$ cat src/hdl/shadowPkg.sv
// Both scene word views are 48 bits only while coordinates, addresses and counts stay 8 bits
package shadowPkg;

    localparam int COORD_WIDTH = 8;
    localparam int ADDR_WIDTH = 8;
    localparam int COUNT_WIDTH = 8;
    localparam int COLOR_WIDTH = 24;
    localparam int SCENE_WIDTH = 6 * COORD_WIDTH;

    // Global group at a fixed place in the scene layout
    localparam logic [ADDR_WIDTH-1:0] GLOBAL_START = ADDR_WIDTH'(8);
    localparam logic [COUNT_WIDTH-1:0] GLOBAL_COUNT = COUNT_WIDTH'(3);

    typedef enum logic [1:0] {
        stNone,
        stDiffuse,
        stMirror
    } surfaceType_t;

    typedef struct packed {
        logic [COORD_WIDTH-1:0] xMin;
        logic [COORD_WIDTH-1:0] xMax;
        logic [COORD_WIDTH-1:0] yMin;
        logic [COORD_WIDTH-1:0] yMax;
        logic [COORD_WIDTH-1:0] zMin;
        logic [COORD_WIDTH-1:0] zMax;
    } boxView_t;

    // Two leaf groups per tile with padding in the low bits
    typedef struct packed {
        logic [ADDR_WIDTH-1:0] leaf0Start;
        logic [COUNT_WIDTH-1:0] leaf0Count;
        logic [ADDR_WIDTH-1:0] leaf1Start;
        logic [COUNT_WIDTH-1:0] leaf1Count;
        logic [SCENE_WIDTH-2*ADDR_WIDTH-2*COUNT_WIDTH-1:0] unused;
    } tileView_t;

    typedef union packed {
        boxView_t box;
        tileView_t tile;
    } sceneWord_t;

    typedef enum logic [1:0] {
        shInit,
        shTrace,
        shDone
    } shadowState_t;

endpackage

$ cat src/hdl/occlusionTester.sv
// Ray points straight up; queued groups must have a nonzero count, stops at the first hit
module occlusionTester (
    input  logic clk,
    input  logic resetn,
    input  logic queueReady,
    input  logic [shadowPkg::COORD_WIDTH-1:0] rayX,
    input  logic [shadowPkg::COORD_WIDTH-1:0] rayY,
    input  logic [shadowPkg::COORD_WIDTH-1:0] rayZ,
    input  logic groupAvail,
    input  logic [shadowPkg::ADDR_WIDTH-1:0] groupStart,
    input  logic [shadowPkg::COUNT_WIDTH-1:0] groupCount,
    input  logic primGrant,
    input  logic primRdValid,
    input  shadowPkg::sceneWord_t primRdData,
    output logic groupPop,
    output logic primReq,
    output logic [shadowPkg::ADDR_WIDTH-1:0] primAddr,
    output logic traceDone,
    output logic hit
);
    import shadowPkg::*;

    localparam logic [1:0] TEST_IDLE = 2'd0;
    localparam logic [1:0] TEST_NEXT = 2'd1;
    localparam logic [1:0] TEST_REQ = 2'd2;
    localparam logic [1:0] TEST_WAIT = 2'd3;

    logic [1:0] testState;
    logic [ADDR_WIDTH-1:0] boxAddr;
    logic [COUNT_WIDTH-1:0] boxesLeft;
    boxView_t box;
    logic occluded;

    assign box = primRdData.box;

    // Footprint covers the ray and the box top lies above the fragment
    assign occluded = (box.xMin <= rayX) && (rayX <= box.xMax)
                   && (box.yMin <= rayY) && (rayY <= box.yMax)
                   && (box.zMax > rayZ);

    assign groupPop = (testState == TEST_NEXT) && groupAvail;
    assign primReq = (testState == TEST_REQ);
    assign primAddr = boxAddr;

    // Box cursor inside the current group
    always_ff @(posedge clk) begin
        if (groupPop) begin
            boxAddr <= groupStart;
            boxesLeft <= groupCount;
        end else if (primRdValid) begin
            boxAddr <= boxAddr + ADDR_WIDTH'(1);
            boxesLeft <= boxesLeft - COUNT_WIDTH'(1);
        end
    end

    always_ff @(posedge clk or negedge resetn) begin
        if (!resetn) begin
            testState <= TEST_IDLE;
            traceDone <= 1'b0;
            hit <= 1'b0;
        end else begin
            traceDone <= 1'b0;
            case (testState)
                TEST_IDLE: begin
                    if (queueReady) begin
                        testState <= TEST_NEXT;
                    end
                end
                TEST_NEXT: begin
                    if (groupAvail) begin
                        testState <= TEST_REQ;
                    end else begin
                        // Queue drained without a hit
                        traceDone <= 1'b1;
                        hit <= 1'b0;
                        testState <= TEST_IDLE;
                    end
                end
                TEST_REQ: begin
                    if (primGrant) begin
                        testState <= TEST_WAIT;
                    end
                end
                default: begin
                    if (primRdValid) begin
                        if (occluded) begin
                            traceDone <= 1'b1;
                            hit <= 1'b1;
                            testState <= TEST_IDLE;
                        end else if (boxesLeft == COUNT_WIDTH'(1)) begin
                            testState <= TEST_NEXT;
                        end else begin
                            testState <= TEST_REQ;
                        end
                    end
                end
            endcase
        end
    end

endmodule

$ cat config.mk
export PLATFORM = sky130hd
export DESIGN_NAME = occlusionTester
export DESIGN_NICKNAME = d
export VERILOG_FILES = /design/src/hdl/shadowPkg.sv /design/src/hdl/occlusionTester.sv
export SDC_FILE = /design/constraint.sdc
export NUM_CORES = 1
export LEC_CHECK = 0
export CORE_MARGIN = 4
export CORE_UTILIZATION = 46
export DETAILED_ROUTE_END_ITERATION = 7
export DONT_BUFFER_PORTS = 1
export GPL_TIMING_DRIVEN = 0
export HOLD_SLACK_MARGIN = 0.06
export REMOVE_ABC_BUFFERS = 1
export SYNTH_ARGS = -nofsm -noshare
export SYNTH_HDL_FRONTEND = slang
export SYNTH_SLANG_ARGS = --single-unit
$ cat constraint.sdc
create_clock -name clk -period 3.7 [get_ports clk]
set_clock_uncertainty 0.1 [all_clocks]
set_input_delay 0.74 -clock clk [delete_from_list [all_inputs] [get_ports clk]]
set_output_delay 0.74 -clock clk [all_outputs]
set_load 0.02 [all_outputs]
After elaboration in Yosys (flattened, before gate mapping)
Cells that the tools add are included.

operators by class
  add/sub/neg operators = 2
  magnitude comparators = 5
  equality and inequality tests = 6
  muxes and demuxes = 19
  bitwise gates (word level) = 1
  reduce and logical (&&, ||, !) cells = 13

operators by type and width
  kind                                                                 count
  8-bit less-or-equal comparator                                       4
  8-bit two-way mux                                                    4
  2-bit two-way mux                                                    6
  8-bit by 1-bit adder with 8-bit output (second input constant)       1
  8-bit by 1-bit == test with 1-bit output (second input constant)     1
  8-bit greater-than comparator                                        1
  8-bit by 1-bit subtractor with 8-bit output (second input constant)  1
  1-bit two-way mux                                                    6
  2-bit inequality test (second input constant)                        3
  2-bit case mux with 3 select lines                                   1
  2-bit nonzero test                                                   3
  1-bit logical AND                                                    5
  1-bit case mux with 2 select lines                                   2
  4-bit AND reduction                                                  1
  4-bit nonzero test                                                   1
  3-bit AND reduction                                                  1
  2-bit by 1-bit == test with 1-bit output (second input constant)     1
  2-bit == test (second input constant)                                1
  2-bit zero test                                                      1
  2-bit OR reduction                                                   1
  1-bit inverter                                                       1

word-level totals
  register bits after elaboration = 20
  input bits = 94
  output and inout port bits = 12
  word-level logic and storage cells = 51

Depth between registers and ports, before layout
Gate-level depths: netlist (run 1).

  depth in word-level cells = 8
  gate-level depth with buffers = 8
  gate-level depth less buffers = 8

Worst setup path before layout (run 1)
OpenSTA, ideal clock, no wires.

  path type = input port to flip-flop
  start = input port rayY[1] (netlist name)
  end = register testState[1]
  setup time = 0.126 ns
  arrival time = 2.160 ns
  required time = 3.474 ns
  path slack = 1.313 ns
  cell stages on the path = 8
  buffers on the path = 0
  cells stage by stage = inv_1 > ha_1 > nor2b_1 > o211ai_2 > a21oi_1 > a2111oi_2 > o2111ai_1 > a311o_1

between the ends
  word-level cells in the longest chain between the ends = 7
  elaborated cells on any way between the ends = 8
  those cells by class = 2 x order compare; 3 x mux; 3 x reduce/logical

ends and longest elaborated chain
  element                                 RTL line               text
  from (decl)                             occlusionTester.sv:7   input logic [shadowPkg::COORD_WIDTH-1:0] rayY,
  8-bit less-or-equal comparator          occlusionTester.sv:38  && (box.yMin <= rayY) && (rayY <= box.yMax)
  1-bit logical AND                       occlusionTester.sv:38
  1-bit logical AND (*)                   occlusionTester.sv:38
  1-bit logical AND (*)                   occlusionTester.sv:39  && (box.zMax > rayZ);
  2-bit two-way mux (*)                   occlusionTester.sv:86  if (occluded) begin
  2-bit two-way mux (*)                   occlusionTester.sv:85  if (primRdValid) begin
  2-bit case mux with 3 select lines (*)  occlusionTester.sv:63  case (testState)
  to (signal assigned)                    occlusionTester.sv:66  testState <= TEST_NEXT;
  to (signal assigned)                    occlusionTester.sv:89  testState <= TEST_IDLE;
  to (signal assigned)                    occlusionTester.sv:91  testState <= TEST_NEXT;
  to (decl)                               occlusionTester.sv:28  logic [1:0] testState;

Mark *: on every way between the ends. The rest lies on a longest branch, timed or not. The select of a mux whose other input is x is not followed.
A chain may end at the register's enable or synchronous reset.

Worst setup path after layout (run 1)
  start = register testState[1]
  end = output port groupPop

between the ends
  word-level cells in the longest chain between the ends = 2

ends and longest elaborated chain
  element                                   RTL line               text
  from (signal assigned)                    occlusionTester.sv:58  testState <= TEST_IDLE;
  from (signal assigned)                    occlusionTester.sv:66
  from (signal assigned)                    occlusionTester.sv:71  testState <= TEST_REQ;
  2-bit by 1-bit == test with 1-bit output  occlusionTester.sv:41  assign groupPop = (testState == TEST_NEXT) && groupAvail;
  1-bit logical AND                         occlusionTester.sv:41
  to (decl)                                 occlusionTester.sv:15  output logic groupPop,

Every way passes these cells.

==> results of run 1 <==
==> layout make-up <==
| class | count | area share |
|---|---|---|
| clock buffers | 4 | 0.02051 |
| inverters | 44 | 0.07521 |
| multi-input cells | 179 | 0.6057 |
| flip-flops and latches | 20 | 0.2644 |
| well taps | 52 | 0.02963 |
| repair buffers | 1 | 0.004558 |
==> cells in the final DEF, fill, tap and decap left out <==
master         instances
dfrtp_1                4
or3b_2                 1
o211ai_2               1
a21o_1                 4
clkbuf_1               1
nand4_1               10
a22o_1                 1
o21a_1                 1
a2111oi_2              1
nand3_1                7
nor3_1                 1
nor2b_1                8
dlygate4sd3_1          1
inv_1                 43
clkbuf_8               3
nand2b_1               3
nor2_1                11
a211oi_1               2
a311o_1                1
a21boi_0               1
nand2_1               23
o22ai_1                1
o211ai_1               4
a21oi_1               19
o2111ai_1              1
and3_1                 2
xnor2_1                4
nor4_1                 2
xor2_1                 8
nand3b_1               3
mux2i_1                1
ha_1                  43
edfxtp_1              16
o21ai_0               15
inv_2                  1
==> worst reg2reg max path, stage by stage, from the launching register on <==
cell and delay, ps:
dfrtp_1 450, nand3b_1 360, nand2b_1 660
==> layer usage <==
layer / vias up / track usage / part of all wire / routed length [um]
met2: 58 / 0.2694 / 0.47 / 1964
met5: - / 0 / 0 / 0
li1: 864 / - / - / -
met1: 700 / 0.1874 / 0.43 / 1783
met3: 7 / 0.03034 / 0.076 / 315
met4: 0 / 0.04854 / 0.019 / 79
==> power by group through the flow <==
stage | combinational [W] | clock, W | sequential (W)
after floorplan | 0.000138 | 0 | 0.000331
after global placement | 0.000162 | 0 | 0.000341
after detailed placement | 0.000166 | 0 | 0.000341
after CTS | 0.000167 | 0.000150 | 0.000336
after global routing | 0.000199 | 0.000158 | 0.000341
final | 0.000165 | 0.000144 | 0.000336
==> cell usage after synthesis <==
cell type / instances
or3b_2: 1
clkbuf_1: 3
nand4_1: 10
o2111ai_1: 1
edfxtp_1: 16
a22o_1: 1
dfrtp_1: 4
nand3_1: 7
nor4_1: 2
nand2b_1: 3
ha_1: 43
a21o_1: 4
a211oi_1: 2
a311o_1: 1
o211ai_1: 4
o22ai_1: 1
nand3b_1: 3
a21oi_1: 19
nor2b_1: 8
buf_2: 1
nand2_1: 23
inv_2: 1
o21ai_0: 15
mux2i_1: 1
xnor2_1: 4
nor2_1: 11
xor2_1: 8
o21a_1: 1
a21boi_0: 1
and3_1: 2
a2111oi_2: 1
nor3_1: 1
inv_1: 43
o211ai_2: 1
==> registers in the layout (all words and copies together) (netlist names) <==
signal,flops
traceDone,1
boxesLeft,8
testState,2
hit,1
primAddr,8
==> metrics by stage <==
step	utilization	worst slack, ps	hold slack [ps]	instance area, um2	total power, W
final	0.5009	1337	551.6	2196	0.0006448
after global routing	0.5009	1151	565.6	2196	0.0006975
after CTS	0.4986	1308	66.48	2186	0.0006532
after detailed placement	0.4883	1063	344.6	2141	0.0005068
after global placement	0.4883	1084	344.5	2141	0.0005027
after floorplan	-	1313	344.4	2076	0.0004689
==> logic make-up (layout without fill, tap and decap cells) <==
logic type | count (synthesis) | in the layout | share of synthesized area
AO/OA/AOI/OAI | 52 | 52 | 0.1537
multiplexers | 1 | 1 | 0.004785
flip-flops | 20 | 20 | 0.2775
buffers and inverters | 48 | 49 | 0.08672
AND/OR/NAND/NOR | 71 | 71 | 0.1699
adder cells (fa/ha/maj) | 43 | 43 | 0.2572
XOR/XNOR | 12 | 12 | 0.05024
==> worst min path at each step <==
stage,startpoint,end,slack [ps],depth (start not counted)
floorplan,resetn,hit,340,0
global placement,resetn,traceDone,340,0
CTS,resetn,hit,70,0
detailed placement,resetn,traceDone,340,0
global route,groupStart[1],primAddr[1],570,2
finish,hit,hit,550,2
==> flow_summary.json, run 1 <==
{
  "nets": 386,
  "drt_first_pass_iters": 4,
  "cp_num_cells": 2,
  "post-cts-setup-buffers": 0,
  "fmax_mhz": 423.2,
  "antenna_found_initial": 0,
  "outcome": "finished, final reports clean",
  "cap_violations": 0,
  "routed_via_density": 5.430,
  "htree_levels": 1,
  "clkSinkCount": 20,
  "layout.cells.non_filler": 300,
  "grt_pass1_vias": 1664,
  "grt_max_degree": 28,
  "endpoint": "groupPop",
  "gp_congestion": 0.7328,
  "p_per_area_mw_per_mm2": 293.6,
  "wirelength_mm": 4.142,
  "vias": 1629,
  "grt_pass1_wl_mm": 6.927,
  "synth.area.top_cells": "ha_1 (26%), edfxtp_1 (23%), inv_1 (7.7%)",
  "cts_resized": 0,
  "yosys.area.top_type_share": 0.2572,
  "cp_num_buf_inv": 1,
  "max_slew_margin": 0.4805,
  "dieArea_mm2": 0.005690,
  "synth_area_mm2": 0.002092,
  "drive_gt1_frac": 0.02823,
  "clkLatencyLatePin_ps": 250,
  "cp_slowest_stage_delay_ps": 450,
  "num_antenna_cells": 0,
  "pwr-share-comb": 0.256,
  "grt-ovfl-total": 0,
  "critPathTopFamily": "flip-flops",
  "dp.cells": 295,
  "cellLeakagePower_nw": 1.038,
  "peakVddDrop_mv": 0.1014,
  "switching_share": 0.3171,
  "coreArea_mm2": 0.004384,
  "worstPathArrival_ps": 1520,
  "rr_endpoint": "boxesLeft[4]",
  "grt.total_usage": 0.1532,
  "place_hpwl_mm": 3.625,
  "hold_buffers": 0,
  "synth_seq_cells": 20,
  "yosysUniqueCellTypes": 34,
  "critPathRequiredTime_ps": 2860,
  "worstMarginPinSlew_ps": 779.3,
  "fp.dieH_um": 75.44,
  "wl_per_cell_um": 13.81,
  "r2r_cells": 2,
  "synthCells": 247,
  "cpMaxStageDelayCell": "dfrtp_1",
  "seq_area_um2": 580.6,
  "slew_viol_final": 0,
  "hp-class": "reg -> reg",
  "root_buffer": "clkbuf_8",
  "start_kind": "register",
  "min_period_ps": 2363,
  "clk_path_buf_depth": 2,
  "fin_crit_sh": 0.6386,
  "path_cells": "nand3b_1 -> inv_2",
  "crit-reg2reg-launch": "testState[1]",
  "r2r_slack_ps": 1760,
  "drtAntennaViolNets": 0,
  "crit_start": "testState[1]",
  "yosysSeqAreaShare": 0.2775,
  "synth.largest_area_cell": "ha_1",
  "cp-end-kind": "output pin",
  "crit_type": "reg -> out",
  "core.rowCount": 24,
  "fill_cells": 429,
  "hold_viol": 0,
  "drcViolationCount": 0,
  "ios": 106,
  "cts_made_buffers": 3,
  "clk_pin_slew_worst_paths_ps": 70,
  "die_x_um": 75.44,
  "setup-tns-final_ps": 0,
  "cp_max_fo": 27,
  "p_clk_frac": 0.224,
  "cts_tree": "done",
  "setup_viol": 0,
  "netSwitchingPower_w": 0.0002044,
  "rsz0062_at_grt": "false",
  "p_seq_frac": 0.520,
  "yosysWarnings": 0,
  "internal-power_w": 0.0004403,
  "numPortBuffers": 0,
  "start_util": 0.4772,
  "area_growth_pct": 4.964,
  "multi_input_area_mm2": 0.001330,
  "postSynthAreaPerCell_um2": 8.470,
  "drt_iter0_markers": 39
}
Power figures use the tool's default switching activity.
==> run 2, diff against run 1 <==
Settings changed: ABC_AREA set to 1.
Clock period 3.7 ns to 2.3 ns, I/O delays scaled along.
==> flow_summary.json, run 2 <==
{
  "outcome": "finished, final reports clean",
  "internal-power_w": 0.001107,
  "peakVddDrop_mv": 0.2907,
  "cp_num_buf_inv": 2,
  "yosys.area.top_type_share": 0.2401,
  "cts_tree": "done",
  "cp_slowest_stage_delay_ps": 450,
  "seq_area_um2": 580.6,
  "antenna_found_initial": 0,
  "clk_path_buf_depth": 2,
  "drtAntennaViolNets": 0,
  "layout_common_cells": "nand2_1 (92), inv_1 (67), ha_1 (43), nor2_1 (21)",
  "synth.area.top_cells": "ha_1 (24%), edfxtp_1 (21%), nand2_1 (15%)",
  "layout_commonest_cell": "nand2_1",
  "cap_violations": 0,
  "grt_pass1_vias": 1850,
  "cts_resized": 0,
  "synth.largest_area_cell": "ha_1",
  "synth_area_mm2": 0.002241,
  "hp-class": "in -> reg",
  "cellLeakagePower_nw": 1.317,
  "hold_viol": 0,
  "critPathRequiredTime_ps": 1740,
  "clk_pin_slew_worst_paths_ps": 70,
  "synth_seq_cells": 20,
  "cpMaxStageDelayCell": "inv_2",
  "routed_via_density": 4.701,
  "place_hpwl_mm": 3.893,
  "setup-tns-final_ps": 0,
  "synthCells": 316,
  "path_cells": "inv_1 -> nor2_1 -> nand2_1 -> inv_2",
  "yosys-top-cells-count": "nand2_1 (92), inv_1 (67), ha_1 (43), nor2_1 (21)",
  "worst_slack_ps": 296.6,
  "min_path_cells": 2,
  "p_seq_frac": 0.459,
  "root_buffer": "clkbuf_8",
  "core.rowCount": 25,
  "cp_num_cells": 4,
  "yosysMostFrequentCell": "nand2_1",
  "max_slew_margin": 0.5691,
  "p_per_area_mw_per_mm2": 764.4,
  "ios": 106,
  "start_kind": "register",
  "worstMarginPinSlew_ps": 644.7,
  "grt_max_degree": 32,
  "coreArea_mm2": 0.004723,
  "layout.cells.non_filler": 385,
  "async_flop_share": 0.2000,
  "gp_congestion": 0.7566,
  "fin_util": 0.5062,
  "grt.total_usage": 0.1483,
  "crit-reg2reg-launch": "testState[0]",
  "nets": 456,
  "switching_share": 0.3942,
  "min_period_ps": 2003,
  "drcViolationCount": 0,
  "wirelength_mm": 4.419,
  "place_ws_ps": 414.4,
  "crit_type": "reg -> out",
  "setup_viol": 0,
  "fmax_mhz": 499.1,
  "fin_crit_sh": 0.8711,
  "drt_first_pass_iters": 4,
  "r2r_cells": 4,
  "grt_pass1_wl_mm": 7.472,
  "vias": 1810,
  "pwr-share-comb": 0.353,
  "netSwitchingPower_w": 0.0007205,
  "critPathTopFamily": "buffers and inverters",
  "synth-edff-count": 16,
  "cts_made_buffers": 3,
  "postSynthAreaPerCell_um2": 7.091,
  "yosysUniqueCellTypes": 24,
  "rsz0062_at_grt": "false",
  "r2r_slack_ps": 580,
  "cp-end-kind": "output pin",
  "yosysWarnings": 0,
  "finalInstanceArea_mm2": 0.002391,
  "cp_max_fo": 31,
  "wl_per_cell_um": 11.48,
  "num_antenna_cells": 0,
  "yosysSeqAreaShare": 0.2591,
  "start_util": 0.4744,
  "post-cts-setup-buffers": 0,
  "area_growth_pct": 6.700,
  "hp-start": "groupStart[1]",
  "hold_end": "primAddr[1]",
  "p_clk_frac": 0.189,
  "synth_flop_cell": "edfxtp_1",
  "dp.cells": 380,
  "postPlaceCellArea_mm2": 0.002310,
  "clkSinkCount": 20,
  "slew_viol_final": 0,
  "grt-ovfl-total": 0,
  "multi_input_area_mm2": 0.001375,
  "rr_endpoint": "boxesLeft[3]",
  "fill_cells": 495,
  "htree_levels": 1,
  "drive_gt1_frac": 0.04717,
  "clkLatencyLatePin_ps": 250,
  "numPortBuffers": 0,
  "drt_iter0_markers": 45,
  "fp.dieH_um": 77.80,
  "dieArea_mm2": 0.006052,
  "die_x_um": 77.80,
  "worstPathArrival_ps": 1440
}
-- run 2: routing by layer --
layer | GRT usage | up-vias | wire (um)
met5 | 0 | - | 0
met4 | 0.03737 | 0 | 39
met3 | 0.02552 | 4 | 258
met2 | 0.2740 | 60 | 2208
met1 | 0.1754 | 753 | 1913
li1 | - | 993 | -
-- run 2: power by group through the flow --
stage                     Sequential [W]  Combinational [W]  Clock [W]
final                           0.000838           0.000645   0.000345
after global placement          0.000842           0.000628          0
after global routing            0.000853           0.000761   0.000372
after floorplan                 0.000808           0.000538          0
after detailed placement        0.000848           0.000644          0
after CTS                       0.000840           0.000654   0.000352
-- run 2: timing repair --
item	in CTS	in global routing
endpoints found under the hold margin	4	0
hold buffers	1	0
endpoints found under the setup margin	0	0
-- run 2: worst max-delay path by stage --
stage,start,end,slack [ps]
after floorplan,rayZ[7],hit,650
after global placement,rayZ[7],hit,440
after detailed placement,rayZ[7],hit,410
after CTS,testState[1],groupPop,280
after global routing,testState[0],groupPop,150
final,testState[0],groupPop,300
-- run 2: layout make-up --
class,count,share of cell area
multi-input cells,221,0.5751
inverters,72,0.1130
clock inverters,1,0.01256
clock buffers,3,0.01727
repair buffers,1,0.004186
well taps,67,0.03506
flip-flops and latches,20,0.2428
-- run 2: cell families (layout without fill, tap and decap cells) --
| family | Yosys count | count (layout) | synth area share |
|---|---|---|---|
| simple gates | 131 | 131 | 0.2418 |
| buf+inv | 75 | 77 | 0.1273 |
| fa+ha+maj | 43 | 43 | 0.2401 |
| compound gates | 35 | 35 | 0.08487 |
| flops | 20 | 20 | 0.2591 |
| xor+xnor | 12 | 12 | 0.04690 |
-- run 2: stage by stage --
stage / total power (W) / hold slack, ps
final: 0.001828 / 286.5
after detailed placement: 0.001492 / 64.67
after floorplan: 0.001346 / 64.41
after CTS: 0.001846 / 278.9
after global routing: 0.001986 / 283.8
after global placement: 0.001470 / 64.64
==> run 3, diff against run 2 <==
Settings changed: ABC_AREA 1 to unset, CORE_ASPECT_RATIO set to 0.6.
Clock period 2.3 ns to 2 ns, I/O delays scaled along.
==> flow_summary.json, run 3 (synthesis gave the netlist of run 1 again) <==
{
  "outcome": "finished, final reports clean",
  "critPathTopFamily": "compound AO/OA/AOI/OAI gates",
  "cp_max_fo": 2,
  "path_cells": "inv_1 -> ha_1 -> a21oi_1 -> o21ai_0 -> o21a_1 -> nor4_4 -> o2111ai_2 -> a311o_1",
  "min_period_ps": 1894,
  "clkLatencyLatePin_ps": 260,
  "fin_crit_sh": 0.9472,
  "cts_tree": "done",
  "hp-start": "primRdValid",
  "min_path_cells": 2,
  "grt_pass1_vias": 1614,
  "rr_endpoint": "testState[1]",
  "start_util": 0.4941,
  "multi_input_area_mm2": 0.001354,
  "hold_viol": 0,
  "hp-class": "in -> reg",
  "drt_first_pass_iters": 4,
  "cpMaxStageDelayCell": "a311o_1",
  "gp_congestion": 0.7322,
  "r2r_slack_ps": 220,
  "die_x_um": 95.06,
  "area_growth_pct": 8.074,
  "peakVddDrop_mv": 0.3635,
  "wl_per_cell_um": 14.66,
  "routed_via_density": 5.212,
  "crit-reg2reg-launch": "boxesLeft[2]",
  "fin_util": 0.5340,
  "core.rowCount": 18,
  "grt-ovfl-total": 0,
  "worstPathArrival_ps": 1930,
  "clkSinkCount": 20,
  "grt_max_degree": 28,
  "cp_num_buf_inv": 1,
  "dieArea_mm2": 0.005726,
  "seq_area_um2": 580.6,
  "start_kind": "input pin",
  "cp-end-kind": "register",
  "cellLeakagePower_nw": 1.057,
  "drtAntennaViolNets": 0,
  "coreArea_mm2": 0.004234,
  "rsz0062_at_grt": "false",
  "numPortBuffers": 0,
  "cp_slowest_stage_delay_ps": 340,
  "clk_pin_slew_worst_paths_ps": 70,
  "drcViolationCount": 0,
  "grt.total_usage": 0.1646,
  "r2r_cells": 4,
  "antenna_found_initial": 0,
  "vias": 1621,
  "hold_end": "hit",
  "grt_pass1_wl_mm": 7.224,
  "clk_path_buf_depth": 2,
  "setup_viol": 0,
  "crit_type": "in -> reg",
  "drive_gt1_frac": 0.05578,
  "fill_cells": 436,
  "fmax_mhz": 527.9,
  "nets": 390,
  "place_hpwl_mm": 4.003,
  "root_buffer": "clkbuf_8",
  "layout_common_cells": "inv_1 (43), ha_1 (43), nand2_1 (23), a21oi_1 (19), edfxtp_1 (16)",
  "ios": 106,
  "worstMarginPinSlew_ps": 434.4,
  "wirelength_mm": 4.559,
  "cts_made_buffers": 3,
  "slew_viol_final": 0,
  "htree_levels": 1,
  "whs_ps": 214.1,
  "fp.dieH_um": 60.24,
  "num_antenna_cells": 0,
  "p_per_area_mw_per_mm2": 534.1,
  "max_slew_margin": 0.7098,
  "critPathRequiredTime_ps": 2040,
  "cap_violations": 0,
  "drt_iter0_markers": 36
}
run 3: final cells by class:
cell class	count	share of cell area
inverter	44	0.07526
timing repair buffer	5	0.01771
multi-input combinational	179	0.5988
clock buffer	3	0.01826
sequential	20	0.2568
tap	60	0.03320
run 3: per-stage QoR:
step / area (um2) / cells / setup WS, ps / TNS [ps] / power [W]
2_1_floorplan: 2076 / 243 / -46.71 / -46.71 / 0.0008675
3_5_place_dp: 2151 / 303 / -328.7 / -852.6 / 0.0009439
3_3_place_gp: 2151 / 303 / -311.6 / -699.6 / 0.0009330
6_report: 2261 / 311 / 105.7 / 0 / 0.001208
4_1_cts: 2220 / 307 / 3.078 / 0 / 0.001214
5_1_grt: 2261 / 311 / 1.635 / 0 / 0.001300
run 3: worst max-delay path by stage:
stage	to	depth (start not counted)	startpoint
floorplan	testState[1]	8	rayY[1]
global placement	testState[1]	8	rayX[7]
detailed placement	testState[1]	8	rayX[7]
CTS	groupPop	2	testState[1]
global route	testState[1]	8	rayX[7]
finish	testState[1]	8	rayX[5]
run 3: per-layer routing:
layer | part of all wire | global-route usage | vias to the layer above
met5 | 0 | 0 | -
met2 | 0.38 | 0.2368 | 51
li1 | - | - | 872
met4 | 0.0024 | 0.01848 | 0
met1 | 0.52 | 0.2337 | 694
met3 | 0.097 | 0.07170 | 4
run 3: what timing repair did:
action,CTS,global route
endpoints found under the hold margin,4,0
endpoints found under the setup margin,18,2
pin swaps,0,1
hold buffers,1,0
resized for setup,4,2
setup buffers,0,4
run 3: report_power, final:
| group | internal [W] | switching (W) |
|---|---|---|
| sequential | 0.000524 | 0.0000997 |
| combinational | 0.000157 | 0.000165 |
| clock | 0.000134 | 0.000128 |
| total | 0.000815 | 0.000393 |
